**src/common/cpu8080_defines.svh**
```systemverilog
`ifndef CPU8080_DEFINES_SVH
`define CPU8080_DEFINES_SVH

`define CPU_XLEN 8
`define CPU_ALEN 16

// pair codes match the rp field of the opcode
`define CPU_RP_BC 2'b00
`define CPU_RP_DE 2'b01
`define CPU_RP_HL 2'b10
`define CPU_RP_PC 2'b11

`define CPU_RP_LO 1'b1
`define CPU_RP_HI 1'b0

`define CPU_REG_M 3'd6
`define CPU_REG_A 3'd7

`define CPU_FLAG_C 0 // only carry survives
`endif
```
**src/common/cpu8080_pkg.sv**
```systemverilog
`default_nettype none

package cpu8080_pkg;

  typedef enum logic [2:0] {
    ALU_ADD, ALU_ADC, ALU_SUB, ALU_SBB, ALU_ANA, ALU_XRA, ALU_ORA, ALU_CMP
  } alu_op_e;

  typedef enum logic [2:0] {
    BUS_NONE, BUS_DATA_IN, BUS_ACC, BUS_TMP, BUS_REGS
  } bus_src_e;

  typedef struct packed {
    logic [1:0] pair;
    logic       byte_sel; // 1 = low byte
  } reg_sel_t;

  // same opcode byte decoded per instruction class
  typedef union packed {
    struct packed {
      logic [1:0] group;
      logic [2:0] ddd;
      logic [2:0] sss;
    } mov;
    struct packed {
      logic [1:0] group;
      alu_op_e    alu_op;
      logic [2:0] sss;
    } alu;
    struct packed {
      logic [1:0] group;
      logic [1:0] rp;
      logic       q;
      logic [2:0] low;
    } pair;
  } opcode_u;

  typedef struct packed {
    logic       mov, mvi, lxi, alu_reg, alu_imm;
    logic       sss_mem, sss_a, ddd_mem, ddd_a, alu_cmp;
    logic [2:0] sss;
    logic [2:0] ddd;
    logic [1:0] rp;
    alu_op_e    alu_op;
  } decoded_t;

  typedef struct packed {
    bus_src_e bus_src;
    reg_sel_t reg_sel;
    logic     write_regs, write_a, write_act, write_tmp;
    logic     write_instr, write_carry, write_adr, write_data_out;
    logic     a_from_alu;
    alu_op_e  alu_op;
    logic     inc_pc;
    logic     load_pair; // lxi byte straight from data_in
  } ctrl_t;

endpackage

`default_nettype wire

```
**src/design/cpu8080_top.sv**
```systemverilog
`timescale 1ns/1ps
`default_nettype none
`include "cpu8080_defines.svh"

module cpu8080_top (
  input  wire                  clk,
  input  wire                  rst_n,
  input  wire [`CPU_XLEN-1:0]  data_in,
  output wire [`CPU_XLEN-1:0]  data_out,
  output wire [`CPU_ALEN-1:0]  addr,
  input  wire                  ready,
  output wire                  sync,
  output wire                  dbin,
  output wire                  write_n
);
  cpu8080_pkg::opcode_u  instr;
  cpu8080_pkg::decoded_t dec;
  cpu8080_pkg::ctrl_t    ctrl;

  instr_decoder i_decoder (.instr(instr), .dec(dec));

  cycle_sequencer i_sequencer (
    .clk(clk), .rst_n(rst_n), .dec(dec), .ready(ready),
    .ctrl(ctrl), .sync(sync), .dbin(dbin), .write_n(write_n)
  );

  datapath i_datapath (
    .clk(clk), .rst_n(rst_n), .ctrl(ctrl), .data_in(data_in),
    .instr(instr), .addr(addr), .data_out(data_out)
  );

endmodule

`default_nettype wire

```
**src/datapath/datapath.sv**
```systemverilog
`timescale 1ns/1ps
`default_nettype none
`include "cpu8080_defines.svh"

module datapath (
  input  wire                        clk,
  input  wire                        rst_n,
  input  wire cpu8080_pkg::ctrl_t    ctrl,
  input  wire [`CPU_XLEN-1:0]        data_in,
  output cpu8080_pkg::opcode_u       instr,
  output logic [`CPU_ALEN-1:0]       addr,
  output logic [`CPU_XLEN-1:0]       data_out
);
  logic [`CPU_XLEN-1:0] bus, acc, act, tmp;
  logic [`CPU_XLEN-1:0] reg_rdata, alu_result;
  logic [`CPU_ALEN-1:0] pair_data;
  logic [`CPU_FLAG_C:0] flags;
  logic                 alu_carry;

  always_comb begin
    case (ctrl.bus_src)
      cpu8080_pkg::BUS_DATA_IN: bus = data_in;
      cpu8080_pkg::BUS_ACC:     bus = acc;
      cpu8080_pkg::BUS_TMP:     bus = tmp;
      cpu8080_pkg::BUS_REGS:    bus = reg_rdata;
      default:                  bus = '0;
    endcase
  end

  register_file i_regs (
    .clk       (clk),
    .rst_n     (rst_n),
    .sel       (ctrl.reg_sel),
    .wdata     (ctrl.load_pair ? data_in : bus),
    .write     (ctrl.write_regs | ctrl.load_pair),
    .inc_pc    (ctrl.inc_pc),
    .rdata     (reg_rdata),
    .pair_data (pair_data)
  );

  alu i_alu (
    .op_a      (act),
    .op_b      (tmp),
    .op        (ctrl.alu_op),
    .carry_in  (flags[`CPU_FLAG_C]),
    .result    (alu_result),
    .carry_out (alu_carry)
  );

  always_ff @(posedge clk) begin
    if (!rst_n) begin
      instr <= '0;
      flags <= '0;
    end else begin
      if (ctrl.write_instr)
        instr <= bus;
      if (ctrl.write_carry)
        flags[`CPU_FLAG_C] <= alu_carry;
    end
  end

  always_ff @(posedge clk) begin
    if (ctrl.write_a)
      acc <= ctrl.a_from_alu ? alu_result : bus;
    if (ctrl.write_act)
      act <= acc; // alu left operand
    if (ctrl.write_tmp)
      tmp <= bus;
    if (ctrl.write_adr)
      addr <= pair_data;
    if (ctrl.write_data_out)
      data_out <= bus;
  end

endmodule

`default_nettype wire

```
**src/datapath/alu.sv**
```systemverilog
`timescale 1ns/1ps
`default_nettype none
`include "cpu8080_defines.svh"

module alu (
  input  wire [`CPU_XLEN-1:0]          op_a,
  input  wire [`CPU_XLEN-1:0]          op_b,
  input  wire cpu8080_pkg::alu_op_e    op,
  input  wire                          carry_in,
  output logic [`CPU_XLEN-1:0]         result,
  output logic                         carry_out
);
  logic [`CPU_XLEN:0] sum;
  logic [`CPU_XLEN:0] cin;

  // only adc and sbb see the old carry
  assign cin = {{`CPU_XLEN{1'b0}},
                carry_in & (op == cpu8080_pkg::ALU_ADC || op == cpu8080_pkg::ALU_SBB)};

  always_comb begin
    sum       = '0;
    result    = '0;
    carry_out = 1'b0;
    case (op)
      cpu8080_pkg::ALU_ADD, cpu8080_pkg::ALU_ADC: begin
        sum       = {1'b0, op_a} + {1'b0, op_b} + cin;
        result    = sum[`CPU_XLEN-1:0];
        carry_out = sum[`CPU_XLEN];
      end
      cpu8080_pkg::ALU_SUB, cpu8080_pkg::ALU_SBB, cpu8080_pkg::ALU_CMP: begin
        sum       = {1'b0, op_a} - {1'b0, op_b} - cin;
        result    = sum[`CPU_XLEN-1:0];
        carry_out = sum[`CPU_XLEN]; // borrow
      end
      cpu8080_pkg::ALU_ANA: result = op_a & op_b;
      cpu8080_pkg::ALU_XRA: result = op_a ^ op_b;
      default:              result = op_a | op_b;
    endcase
  end

endmodule

`default_nettype wire

```
**src/datapath/register_file.sv**
```systemverilog
`timescale 1ns/1ps
`default_nettype none
`include "cpu8080_defines.svh"

module register_file (
  input  wire                          clk,
  input  wire                          rst_n,
  input  wire cpu8080_pkg::reg_sel_t   sel,
  input  wire [`CPU_XLEN-1:0]          wdata,
  input  wire                          write,
  input  wire                          inc_pc,
  output logic [`CPU_XLEN-1:0]         rdata,
  output logic [`CPU_ALEN-1:0]         pair_data
);
  logic [`CPU_XLEN-1:0] b, c, d, e, h, l;
  logic [`CPU_ALEN-1:0] pc;

  always_comb begin
    case (sel.pair)
      `CPU_RP_BC: pair_data = {b, c};
      `CPU_RP_DE: pair_data = {d, e};
      `CPU_RP_HL: pair_data = {h, l};
      default:    pair_data = pc;
    endcase
  end

  assign rdata = (sel.byte_sel == `CPU_RP_LO) ? pair_data[`CPU_XLEN-1:0]
                                              : pair_data[`CPU_ALEN-1:`CPU_XLEN];

  always_ff @(posedge clk) begin
    if (!rst_n) begin
      b  <= 8'd1;
      c  <= 8'd2;
      d  <= 8'd3;
      e  <= 8'd4;
      h  <= 8'd5;
      l  <= 8'd6;
      pc <= '0;
    end else begin
      if (inc_pc)
        pc <= pc + 16'd1;
      if (write) begin
        case ({sel.pair, sel.byte_sel})
          {`CPU_RP_BC, `CPU_RP_HI}: b <= wdata;
          {`CPU_RP_BC, `CPU_RP_LO}: c <= wdata;
          {`CPU_RP_DE, `CPU_RP_HI}: d <= wdata;
          {`CPU_RP_DE, `CPU_RP_LO}: e <= wdata;
          {`CPU_RP_HL, `CPU_RP_HI}: h <= wdata;
          {`CPU_RP_HL, `CPU_RP_LO}: l <= wdata;
          default: ; // pc only counts
        endcase
      end
    end
  end

endmodule

`default_nettype wire

```
**src/control/cycle_sequencer.sv**
```systemverilog
`timescale 1ns/1ps
`default_nettype none
`include "cpu8080_defines.svh"

module cycle_sequencer (
  input  wire                          clk,
  input  wire                          rst_n,
  input  wire cpu8080_pkg::decoded_t   dec,
  input  wire                          ready,
  output cpu8080_pkg::ctrl_t           ctrl,
  output logic                         sync,
  output logic                         dbin,
  output logic                         write_n
);
  localparam logic [2:0] T1 = 3'd0;
  localparam logic [2:0] T2 = 3'd1;
  localparam logic [2:0] T3 = 3'd2;
  localparam logic [2:0] T4 = 3'd3;
  localparam logic [2:0] T5 = 3'd4;
  localparam logic [2:0] TR = 3'd5;

  localparam logic [1:0] M1 = 2'd0;
  localparam logic [1:0] M2 = 2'd1;
  localparam logic [1:0] M3 = 2'd2;

  logic [2:0] tstate;
  logic [1:0] mcycle;
  logic       mcycle_end;
  logic       instr_end;
  logic       rd;
  logic       wr;
  cpu8080_pkg::reg_sel_t sss_sel;
  cpu8080_pkg::reg_sel_t ddd_sel;

  // register codes b..l map onto {pair, byte}
  assign sss_sel = dec.sss;
  assign ddd_sel = dec.ddd;

  always_comb begin
    ctrl        = '0;
    ctrl.alu_op = dec.alu_op;
    mcycle_end  = 1'b0;
    instr_end   = 1'b0;
    rd          = 1'b0;
    wr          = 1'b0;

    case ({mcycle, tstate})
      {M1, TR}: instr_end = 1'b1; // leave reset and fetch from pc
      {M1, T1}: ctrl.inc_pc = 1'b1;
      {M1, T2}: begin
        rd               = 1'b1;
        ctrl.bus_src     = cpu8080_pkg::BUS_DATA_IN;
        ctrl.write_instr = 1'b1;
      end
      {M1, T3}: begin
        if ((dec.mov || dec.alu_reg) && !dec.sss_mem) begin
          ctrl.bus_src   = dec.sss_a ? cpu8080_pkg::BUS_ACC : cpu8080_pkg::BUS_REGS;
          ctrl.reg_sel   = sss_sel;
          ctrl.write_tmp = 1'b1;
        end
        ctrl.write_act = dec.alu_reg || dec.alu_imm;
      end
      {M1, T4}: begin
        if (dec.mov && !dec.sss_mem && !dec.ddd_mem) begin
          ctrl.bus_src    = cpu8080_pkg::BUS_TMP;
          ctrl.reg_sel    = ddd_sel;
          ctrl.write_a    = dec.ddd_a;
          ctrl.write_regs = !dec.ddd_a;
        end else if (dec.mov || (dec.alu_reg && dec.sss_mem)) begin
          mcycle_end        = 1'b1;
          ctrl.reg_sel.pair = `CPU_RP_HL; // memory operand at hl
          ctrl.write_adr    = 1'b1;
        end else if (dec.mvi || dec.lxi || dec.alu_imm) begin
          mcycle_end        = 1'b1;
          ctrl.reg_sel.pair = `CPU_RP_PC;
          ctrl.write_adr    = 1'b1;
        end else if (dec.alu_reg) begin
          ctrl.a_from_alu  = 1'b1;
          ctrl.write_a     = !dec.alu_cmp;
          ctrl.write_carry = 1'b1;
          instr_end        = 1'b1;
        end
      end
      {M1, T5}: instr_end = 1'b1; // mov r,r and unknown opcodes
      {M2, T1}: begin
        if (dec.mov && dec.ddd_mem) begin
          ctrl.bus_src        = cpu8080_pkg::BUS_TMP;
          ctrl.write_data_out = 1'b1;
        end
        ctrl.inc_pc = dec.mvi || dec.lxi || dec.alu_imm;
      end
      {M2, T2}: begin
        if (dec.mov && dec.ddd_mem) begin
          wr = 1'b1;
        end else if (dec.lxi) begin
          rd                    = 1'b1;
          ctrl.load_pair        = 1'b1;
          ctrl.reg_sel.pair     = dec.rp;
          ctrl.reg_sel.byte_sel = `CPU_RP_LO;
        end else if (dec.mov || dec.mvi) begin
          rd              = 1'b1;
          ctrl.bus_src    = cpu8080_pkg::BUS_DATA_IN;
          ctrl.reg_sel    = ddd_sel;
          ctrl.write_a    = dec.ddd_a;
          ctrl.write_regs = !dec.ddd_a;
        end else begin
          rd             = 1'b1; // alu operand byte
          ctrl.bus_src   = cpu8080_pkg::BUS_DATA_IN;
          ctrl.write_tmp = 1'b1;
        end
      end
      {M2, T3}: begin
        mcycle_end = 1'b1;
        if (dec.lxi) begin
          ctrl.reg_sel.pair = `CPU_RP_PC;
          ctrl.write_adr    = 1'b1;
        end else begin
          instr_end = 1'b1;
          if (dec.alu_reg || dec.alu_imm) begin
            ctrl.a_from_alu  = 1'b1;
            ctrl.write_a     = !dec.alu_cmp;
            ctrl.write_carry = 1'b1;
          end
        end
      end
      {M3, T1}: ctrl.inc_pc = 1'b1;
      {M3, T2}: begin
        rd                    = 1'b1;
        ctrl.load_pair        = 1'b1; // lxi high byte
        ctrl.reg_sel.pair     = dec.rp;
        ctrl.reg_sel.byte_sel = `CPU_RP_HI;
      end
      {M3, T3}: instr_end = 1'b1;
      default: ;
    endcase

    if (instr_end) begin
      ctrl.reg_sel.pair = `CPU_RP_PC;
      ctrl.write_adr    = 1'b1;
    end
  end

  always_ff @(posedge clk) begin
    if (!rst_n) begin
      tstate <= TR;
      mcycle <= M1;
    end else if (tstate != T2 || ready) begin
      if (instr_end) begin
        tstate <= T1;
        mcycle <= M1;
      end else if (mcycle_end) begin
        tstate <= T1;
        mcycle <= mcycle + 2'd1;
      end else begin
        tstate <= tstate + 3'd1;
      end
    end
  end

  assign sync    = tstate == T1;
  assign dbin    = rd;
  assign write_n = !wr;

endmodule

`default_nettype wire

```
**src/design/instr_decoder.sv**
```systemverilog
`timescale 1ns/1ps
`default_nettype none
`include "cpu8080_defines.svh"

module instr_decoder (
  input  wire cpu8080_pkg::opcode_u   instr,
  output cpu8080_pkg::decoded_t       dec
);

  always_comb begin
    dec = '0;
    case (instr.mov.group)
      2'b01: dec.mov = !(instr.mov.sss == `CPU_REG_M && instr.mov.ddd == `CPU_REG_M); // not hlt
      2'b00: begin
        dec.mvi = instr.mov.sss == 3'b110 && instr.mov.ddd != `CPU_REG_M;
        // no sp pair here so rp 11 is no lxi
        dec.lxi = !instr.pair.q && instr.pair.low == 3'b001 && instr.pair.rp != `CPU_RP_PC;
      end
      2'b10: dec.alu_reg = 1'b1;
      default: dec.alu_imm = instr.alu.sss == 3'b110;
    endcase

    dec.sss     = instr.mov.sss;
    dec.ddd     = instr.mov.ddd;
    dec.rp      = instr.pair.rp;
    dec.alu_op  = instr.alu.alu_op;

    dec.sss_mem = instr.mov.sss == `CPU_REG_M;
    dec.sss_a   = instr.mov.sss == `CPU_REG_A;
    dec.ddd_mem = instr.mov.ddd == `CPU_REG_M;
    dec.ddd_a   = instr.mov.ddd == `CPU_REG_A;
    dec.alu_cmp = instr.alu.alu_op == cpu8080_pkg::ALU_CMP;
  end

endmodule

`default_nettype wire

```
**config.mk**
```make
export PLATFORM = sky130hd
export DESIGN_NAME = cpu8080_top
export DESIGN_NICKNAME = d
export VERILOG_FILES = /design/src/common/cpu8080_pkg.sv /design/src/design/cpu8080_top.sv /design/src/datapath/datapath.sv /design/src/datapath/alu.sv /design/src/datapath/register_file.sv /design/src/control/cycle_sequencer.sv /design/src/design/instr_decoder.sv
export VERILOG_INCLUDE_DIRS = /design/src /design/src/common
export SDC_FILE = /design/constraint.sdc
export NUM_CORES = 1
export LEC_CHECK = 0
export BUFFER_PORTS_ARGS = -buffer_cell sky130_fd_sc_hd__buf_2
export CAP_MARGIN = 15
export CELL_PAD_IN_SITES_DETAIL_PLACEMENT = 1
export CELL_PAD_IN_SITES_GLOBAL_PLACEMENT = 1
export CORE_MARGIN = 4
export CORE_UTILIZATION = 49
export CTS_CLUSTER_DIAMETER = 150
export DETAILED_ROUTE_END_ITERATION = 8
export GPL_ROUTABILITY_DRIVEN = 0
export PLACE_DENSITY_LB_ADDON = 0.1
export SETUP_SLACK_MARGIN = 0.2
export SLEW_MARGIN = 30
export SYNTH_ARGS = -nofsm -noshare
export SYNTH_HDL_FRONTEND = slang
export SYNTH_HIERARCHICAL = 1
export SYNTH_SLANG_ARGS = --single-unit
```
**constraint.sdc**
```tcl
create_clock -name clk -period 4.8 [get_ports clk]
set_input_delay 0.72 -clock clk [delete_from_list [all_inputs] [get_ports clk]]
set_output_delay 0.72 -clock clk [all_outputs]
set_load 0.1 [all_outputs]
```
* Word level (Yosys, flattened, before mapping) *
Index checks and enable logic that the tools add are counted.

cells by class
  reductions and logical operators = 43
  mux-type cells = 73
  $add $sub $neg = 7
  eq/ne operators = 37
  bitwise operators = 5

operator list
  cell                     count
  $pmux W8 S4              2
  $pmux W16 S3             1
  $mux W1                  33
  $eq A3 B3 Y1 const B     9
  $mux W2                  13
  $mux W8                  3
  $eq A3 B2 Y1 const B     6
  $add A16 B1 Y16 const B  1
  $pmux W1 S2              8
  $eq A5 B4 Y1 const B     3
  $eq A5 B5 Y1 const B     3
  $pmux W3 S5              1
  $reduce_and A2 Y1        7
  $eq A3 B1 Y1 const B     4
  $mux W3                  4
  $mux W6                  2
  $eq A5 B2 Y1 const B     2
  $eq A5 B3 Y1 const B     2
  $pmux W2 S5              1
  $add A8 B8 Y9            1
  $add A9 B1 Y9            1
  $logic_and A1 B1 Y1      9
  $logic_not A3 Y1         3
  $pmux W1 S3              3
  24 further kinds         43

storage, ports and cells
  register bits = 126
  logic and storage cells = 181
  output and inout port bits = 27

* Depth between registers and ports, before layout *
Gate-level depths: netlist (run 1).

  word-level depth = 16
  mapped depth = 16
  mapped depth without buffers = 13

* Cells and area by module *
The synthesis (run 1) kept the hierarchy.

by module, submodules not included
  module           cells an instance  area an instance (um^2)  sequential area each (um^2)  instances
  register_file    306                3040.4                   1281.2                       1
  datapath         162                2433.6                   1621.6                       1
  alu              184                1310.0                   0.0                          1
  cycle_sequencer  104                778.2                    100.1                        1
  instr_decoder    23                 180.2                    0.0                          1

* Least setup slack after synthesis (run 1) *
OpenSTA, ideal clock, no wires.

  kind = register to register
  from = register i_sequencer.tstate[0]
  to = register i_datapath.i_regs.c[2]
  arrival time = 4.478 ns
  path buffers = 1
  cell stages (with the launch flop) = 13
  setup time = 0.065 ns
  slack = 0.257 ns
  required time = 4.735 ns
  path through = dfxtp_1 inv_1 ha_1 nor2b_1 nor4b_1 nor2_1 nand3b_1 nor2b_1 buf_6 a32oi_4 a41oi_1 mux2i_1 nor2_1

RTL lines
  what                    RTL line                RTL
  from (decl)             cycle_sequencer.sv:26   logic [2:0] tstate;
  from (signal assigned)  cycle_sequencer.sv:155  tstate <= tstate + 3'd1;
  to (signal assigned)    register_file.sv:45     {`CPU_RP_BC, `CPU_RP_LO}: c <= wdata;
  to (decl)               register_file.sv:15     logic [`CPU_XLEN-1:0] b, c, d, e, h, l;

==> results.sh, run 1 <==
export IMPL_status="complete, no violations"
export IMPL_synth_seq_cells=126
export IMPL_wl_mm=23.4
export IMPL_clock_sinks=126
export IMPL_hpwl_mm=16.4
export IMPL_cts_buffer_depth=2
export IMPL_crit_path_max_incr_delay_ns=0.52
export IMPL_synth_common_cells="nand2_1 (98), dfxtp_1 (78), nor2_1 (64), edfxtp_1 (48), a21oi_1 (38)"
export IMPL_dp_slack_ns=0.114
export IMPL_fin_tns_setup_ns=0
export IMPL_core_area_sq_um=15300
export IMPL_overflow=0
export IMPL_crit_path_start_kind="register"
export IMPL_num_fill_cells=1728
export IMPL_port_buffers=37
export IMPL_path_class="register to register"
export IMPL_grt_max_degree=52
export IMPL_yosysMostFrequentCell="nand2_1"
export IMPL_synth_edf_count=48
export IMPL_drt_iter0_markers=463
export IMPL_critical_path_required_ns=5.08
export IMPL_ios=38
export IMPL_path_cells="and3b_2 > a21oi_4 > or3_1 > o311ai_2 > o211ai_1 > a211o_2 > buf_6 > mux4_2 > mux2_2 > nand2_1 > a41oi_2 > mux2i_1 > nor2_1"
export IMPL_cts_max_level=4
export IMPL_fmax_ghz=0.230
export IMPL_syn_to_final_growth_pct=12.4
export IMPL_irDropWorstVdd_mv=0.593
export IMPL_synthFlopType="dfxtp_1"
export IMPL_drv_cap=0
export IMPL_layout_setup_ws_ns=0.443
export IMPL_insertion_delay_ns=0.43
export IMPL_synth_warnings=6
export IMPL_syn_avg_cell_area_sq_um=9.94
export IMPL_die_h_microns=134
export IMPL_cts_root_buf="clkbuf_16"
export IMPL_arrival_ns=4.63
export IMPL_finClkSkew_ns=0.0217
export IMPL_num_antenna_cells=0
export IMPL_period_needed_ns=4.36
export IMPL_vias=6292
export IMPL_end_kind="register"
export IMPL_timing_hold_ws_ns=0.458
export IMPL_post_dp_cell_area_sq_um=7990
export IMPL_slowest_stage="or3_1"
export IMPL_rows=45
export IMPL_yosysTopAreaCellShare_pct=20.2
export IMPL_ant_nets=0
export IMPL_antenna_found_initial=1
export IMPL_seq_area_frac_synth_pct=38.8
export IMPL_r2r_slack_ns=0.44
export IMPL_hp_class="register to register"
export IMPL_setup_violations_final=0
export IMPL_synth_area_sq_um=7740
export IMPL_cts_tree="done"
export IMPL_cts_made_buffers=17
export IMPL_grt_pass1_vias=6539
export IMPL_final_net_count=848
export IMPL_synth_fp_nets=829
export IMPL_die_area_sq_um=17900
export IMPL_cp_max_fo=20
export IMPL_ys_async_sr_fraction_pct=0
export IMPL_rsz0062_at_grt="no"
export IMPL_vias_per_cell=6.16
export IMPL_max_slew_margin_rel_pct=39.1
export IMPL_ys_types=86
export IMPL_period_share_pct=90.8
export IMPL_powerDensity_nw_per_um2=511
export IMPL_grt_pass1_wl_mm=37.1
export IMPL_die_width_microns=134
export IMPL_drc_errors=0
export IMPL_drive_gt1_share_pct=19.9
export IMPL_leakage_nw=3.12
export IMPL_final_core_utilization_pct=56.8
export IMPL_hold_viol=0
export IMPL_start_util_pct=50.6
export IMPL_dr_pass1_iters=5
export IMPL_multi_input_area_sq_um=4340
export IMPL_synthCells=779
export IMPL_clk_pin_slew_worst_paths_ns=0.06
export IMPL_grt_use_total_pct=26.7
export IMPL_ys_top_cells_by_area="dfxtp_1 (20%), edfxtp_1 (19%), ha_1 (5.7%), nand2_1 (4.8%), mux2i_1 (4.4%)"
export IMPL_yosysTopAreaCell="dfxtp_1"
export IMPL_wl_per_cell_microns=22.9
export IMPL_regArea_sq_um=3000
export IMPL_fin_area_sq_um=8700
export IMPL_tightestPinTransition_ns=0.911
export IMPL_finalMaxSlewViolations=0
area by class of cell:
type                    instances  share of cell area, %
clock buffers                  20                   5.62
repair buffers                 59                   4.07
well taps                     211                   3.03
multi-input cells             557                   49.8
flip-flops and latches        126                   34.5
clock inverters                12                   1.18
inverters                      37                   1.74
logic make-up (layout without fill, tap and decap cells):
logic type	Yosys count	after routing	share of synthesized area, %
DFF	126	126	38.8
xor gates and xnor gates	12	12	1.36
adders and majority gates	39	39	6.69
and+or+nand+nor	285	285	19.6
muxes	58	58	10.3
buffers and inverters	96	128	6.82
AOI/OAI and AO/OA	163	163	16.4
routing by layer:
| metal | vias up | share of wire [%] | GRT usage (%) |
|---|---|---|---|
| met2 | 229 | 50 | 44.0 |
| met4 | 2 | 2.6 | 9.83 |
| met5 | - | 0.085 | 0 |
| met3 | 38 | 6.9 | 6.31 |
| li1 | 2895 | - | - |
| met1 | 3128 | 41 | 34.1 |
critical path: cells and delay by family, from the launching register on:
family / cells / cell delay [ns]
mux: 3 / 1.07
buf+inv: 1 / 0.22
simple gates: 4 / 1.13
compound gates: 5 / 1.35
flops: 1 / 0.40
final timing paths:
kind,depth (start not counted),from,to
hold reg to reg,2,i_datapath/i_regs/b[3],i_datapath/i_regs/b[3]
setup reg to reg,13,i_datapath/instr[2],i_datapath/i_regs/d[6]
setup / recovery,13,i_datapath/instr[2],i_datapath/i_regs/d[6]
hold / removal,2,i_datapath/i_regs/b[3],i_datapath/i_regs/b[3]
where the power goes:
part	internal, mW	switching, mW
Combinational	0.505	1.30
Sequential	1.27	0.0925
Clock	0.787	0.495
Total	2.56	1.89
flip-flops by register name, summed over array words and instances, names as in the netlist:
name                  flops
i_datapath/acc            8
i_datapath/act            8
i_datapath/addr          16
i_datapath/data_out       8
i_datapath/flags          1
i_datapath/i_regs/b       8
i_datapath/i_regs/c       8
i_datapath/i_regs/d       8
i_datapath/i_regs/e       8
i_datapath/i_regs/h       8
i_datapath/i_regs/l       8
i_datapath/i_regs/pc     16
i_datapath/instr          8
i_datapath/tmp            8
i_sequencer/mcycle        2
i_sequencer/tstate        3
metrics by stage:
step,cells,power (mW)
final,1022,4.45
after global routing,1022,4.64
after CTS,1022,4.43
after global placement,987,3.07
after floorplan,779,2.81
after detailed placement,987,3.10
repair_timing:
action / in CTS / in global routing
setup buffers: 3 / 0
gates resized for setup: 3 / 12
setup endpoints to repair: 29 / 48
hold buffers: 0 / 0
pin swaps: 1 / 0
cells in the final DEF (no fill, tap or decap), types with 6 or more instances in the layout:
cell	n
inv_1	35
o21ai_0	29
mux4_2	14
o21ai_1	6
a41oi_1	15
buf_2	37
a211oi_1	6
a21oi_1	37
buf_4	21
xnor2_1	8
mux2i_1	34
o31ai_1	8
nor3_1	12
nor2_1	64
dfxtp_1	78
ha_1	35
nand2_1	98
nand3_1	18
clkbuf_16	19
nand2b_1	8
mux2_2	8
a32oi_4	8
edfxtp_1	48
nor2b_1	16
No activity file was read; power rests on OpenSTA's default activity.
==> inputs of run 2 (changes only) <==
- CORE_UTILIZATION: 49 -> 53
- clock period: 4.8 -> 5.45 ns (I/O delays scaled with it)
==> run 2 against run 1 <==
Against the previous run:
- fmax down 7.0%
- clock power down 17%
- global-route usage up 3.2 points
- register-to-register slack better by 0.32 ns
- final cell count down 3.5%
- cell area down 2.3%
- sequential cell count unchanged
- via count up 2.2%
==> results.sh, run 2 (synthesized netlist as in run 1, its figures left out) <==
export IMPL_status="complete, no violations"
export IMPL_critPathTopFamily="compound AO/OA/AOI/OAI gates"
export IMPL_post_dp_cell_area_sq_um=7950
export IMPL_drc_errors=0
export IMPL_core_area_sq_um=14100
export IMPL_die_h_microns=129
export IMPL_end_kind="register"
export IMPL_clk_pin_slew_worst_paths_ns=0.06
export IMPL_period_share_pct=86.0
export IMPL_clock_sinks=126
export IMPL_rr_worst_depth=14
export IMPL_setup_violations_final=0
export IMPL_hpwl_mm=17.2
export IMPL_cts_root_buf="clkbuf_16"
export IMPL_hold_depth=2
export IMPL_critical_path_required_ns=5.72
export IMPL_hold_viol=0
export IMPL_grt_pass1_vias=6845
export IMPL_cts_made_buffers=17
export IMPL_grt_max_degree=52
export IMPL_ios=38
export IMPL_min_to="i_datapath/i_regs/b[5]"
export IMPL_leakage_nw=3.07
export IMPL_fmax_ghz=0.213
export IMPL_cp_common_cell="buf_4"
export IMPL_final_core_utilization_pct=60.3
export IMPL_cp_max_fo=25
export IMPL_cts_buffer_depth=2
export IMPL_final_net_count=843
export IMPL_reg2reg_from="i_datapath/instr[3]"
export IMPL_crit_path_max_incr_delay_ns=0.51
export IMPL_drv_cap=0
export IMPL_grt_use_total_pct=29.9
export IMPL_overflow=0
export IMPL_num_antenna_cells=0
export IMPL_finClkSkew_ns=0.0148
export IMPL_vias_per_cell=6.52
export IMPL_worst_path_buf_inv=2
export IMPL_rr_endpoint="i_datapath/i_regs/h[6]"
export IMPL_top_regs="i_datapath/addr (16), i_datapath/i_regs/pc (16)"
export IMPL_hold_buffers=0
export IMPL_min_delay_start="i_datapath/i_regs/b[5]"
export IMPL_use_met1_pct=35.5
export IMPL_crit_path_start_kind="register"
export IMPL_grt_pass1_wl_mm=37.9
export IMPL_insertion_delay_ns=0.43
export IMPL_path_class="register to register"
export IMPL_finalMaxSlewViolations=0
export IMPL_arrival_ns=4.96
export IMPL_drt_iter0_markers=607
export IMPL_period_needed_ns=4.69
export IMPL_antenna_found_initial=0
export IMPL_gr_max_usage_layer="met2"
export IMPL_fin_tns_setup_ns=0
export IMPL_post_cts_buffers=0
export IMPL_start_util_pct=54.9
export IMPL_irDropWorstVdd_mv=0.618
export IMPL_max_slew_margin_rel_pct=32.6
export IMPL_power_mw=3.82
export IMPL_die_width_microns=129
export IMPL_port_buffers=37
export IMPL_slowest_stage="mux4_2"
export IMPL_use_met2_pct=48.5
export IMPL_layout_common_cells="nand2_1 (98), dfxtp_1 (78), nor2_1 (64), edfxtp_1 (48), a21oi_1 (38)"
export IMPL_rsz0062_at_grt="no"
export IMPL_powerDensity_nw_per_um2=449
export IMPL_dr_pass1_iters=7
export IMPL_drive_gt1_share_pct=18.1
export IMPL_rows=43
export IMPL_die_area_sq_um=16600
export IMPL_wl_mm=23.9
export IMPL_hp_class="register to register"
export IMPL_r2r_slack_ns=0.76
export IMPL_cts_max_level=4
export IMPL_wl_per_cell_microns=24.3
export IMPL_path_cells="and3b_1 > a21oi_1 > buf_4 > or3_1 > o311ai_2 > o211ai_1 > a211o_1 > buf_4 > mux4_2 > mux2_2 > nand2_1 > a41oi_1 > mux2i_1 > nor2_1"
export IMPL_vias=6430
export IMPL_syn_to_final_growth_pct=9.76
export IMPL_fin_area_sq_um=8500
export IMPL_cts_tree="done"
export IMPL_tightestPinTransition_ns=0.997
export IMPL_cts_resized=0
export IMPL_grtUsageMet3_pct=8.43
export IMPL_ant_nets=0
export IMPL_mostFrequentLayoutCell="nand2_1"
[run 2: worst max path at each step]
stage                           from                      to  slack (ns)  cells past startpoint
5_1_grt          i_datapath/instr[1]  i_datapath/i_regs/c[7]        0.60                     14
4_1_cts          i_datapath/instr[1]  i_datapath/i_regs/d[7]        0.82                     14
2_1_floorplan  i_sequencer/tstate[0]  i_datapath/i_regs/c[0]        0.91                     12
3_5_place_dp     i_datapath/instr[1]  i_datapath/i_regs/d[7]        0.82                     14
6_report         i_datapath/instr[3]  i_datapath/i_regs/h[6]        0.76                     14
3_3_place_gp     i_datapath/instr[1]  i_datapath/i_regs/c[7]        0.93                     14
[run 2: area by class of cell]
| cell class | instances | area (sq um) |
|---|---|---|
| Tap cell | 180 | 225 |
| Sequential cell | 126 | 3000 |
| Clock inverter | 12 | 83.8 |
| Timing Repair Buffer | 54 | 313 |
| Inverter | 37 | 151 |
| Clock buffer | 20 | 468 |
| Fill cell | 1568 | 5600 |
| Multi-Input combinational cell | 557 | 4250 |
[run 2: power breakdown]
part	switching (mW)	leakage (nW)	internal (mW)	total (mW)
registers	0.0872	1.08	1.12	1.21
logic	1.14	1.70	0.418	1.55
clock network	0.437	0.278	0.621	1.06
total	1.66	3.07	2.16	3.82
[run 2: layer usage]
layer  share of wire [%]  vias to the layer above
met3                 6.3                       87
met5                   0                        -
met1                  40                     3189
met4                 5.8                        0
li1                    -                     2895
met2                  48                      259
[run 2: per-stage QoR]
stage / hold slack, ns / std cells / setup WS, ns
finish: 0.456 / 986 / 0.764
global route: 0.484 / 986 / 0.596
CTS: 0.459 / 986 / 0.822
detailed placement: 0.452 / 954 / 0.819
global placement: 0.439 / 954 / 0.925
floorplan: 0.432 / 779 / 0.907
[run 2: tightest hold or removal path, stage by stage, from the launching register on]
cell and delay [ns]:
dfxtp_1 0.31, nand2_1 0.05, a21oi_1 0.05
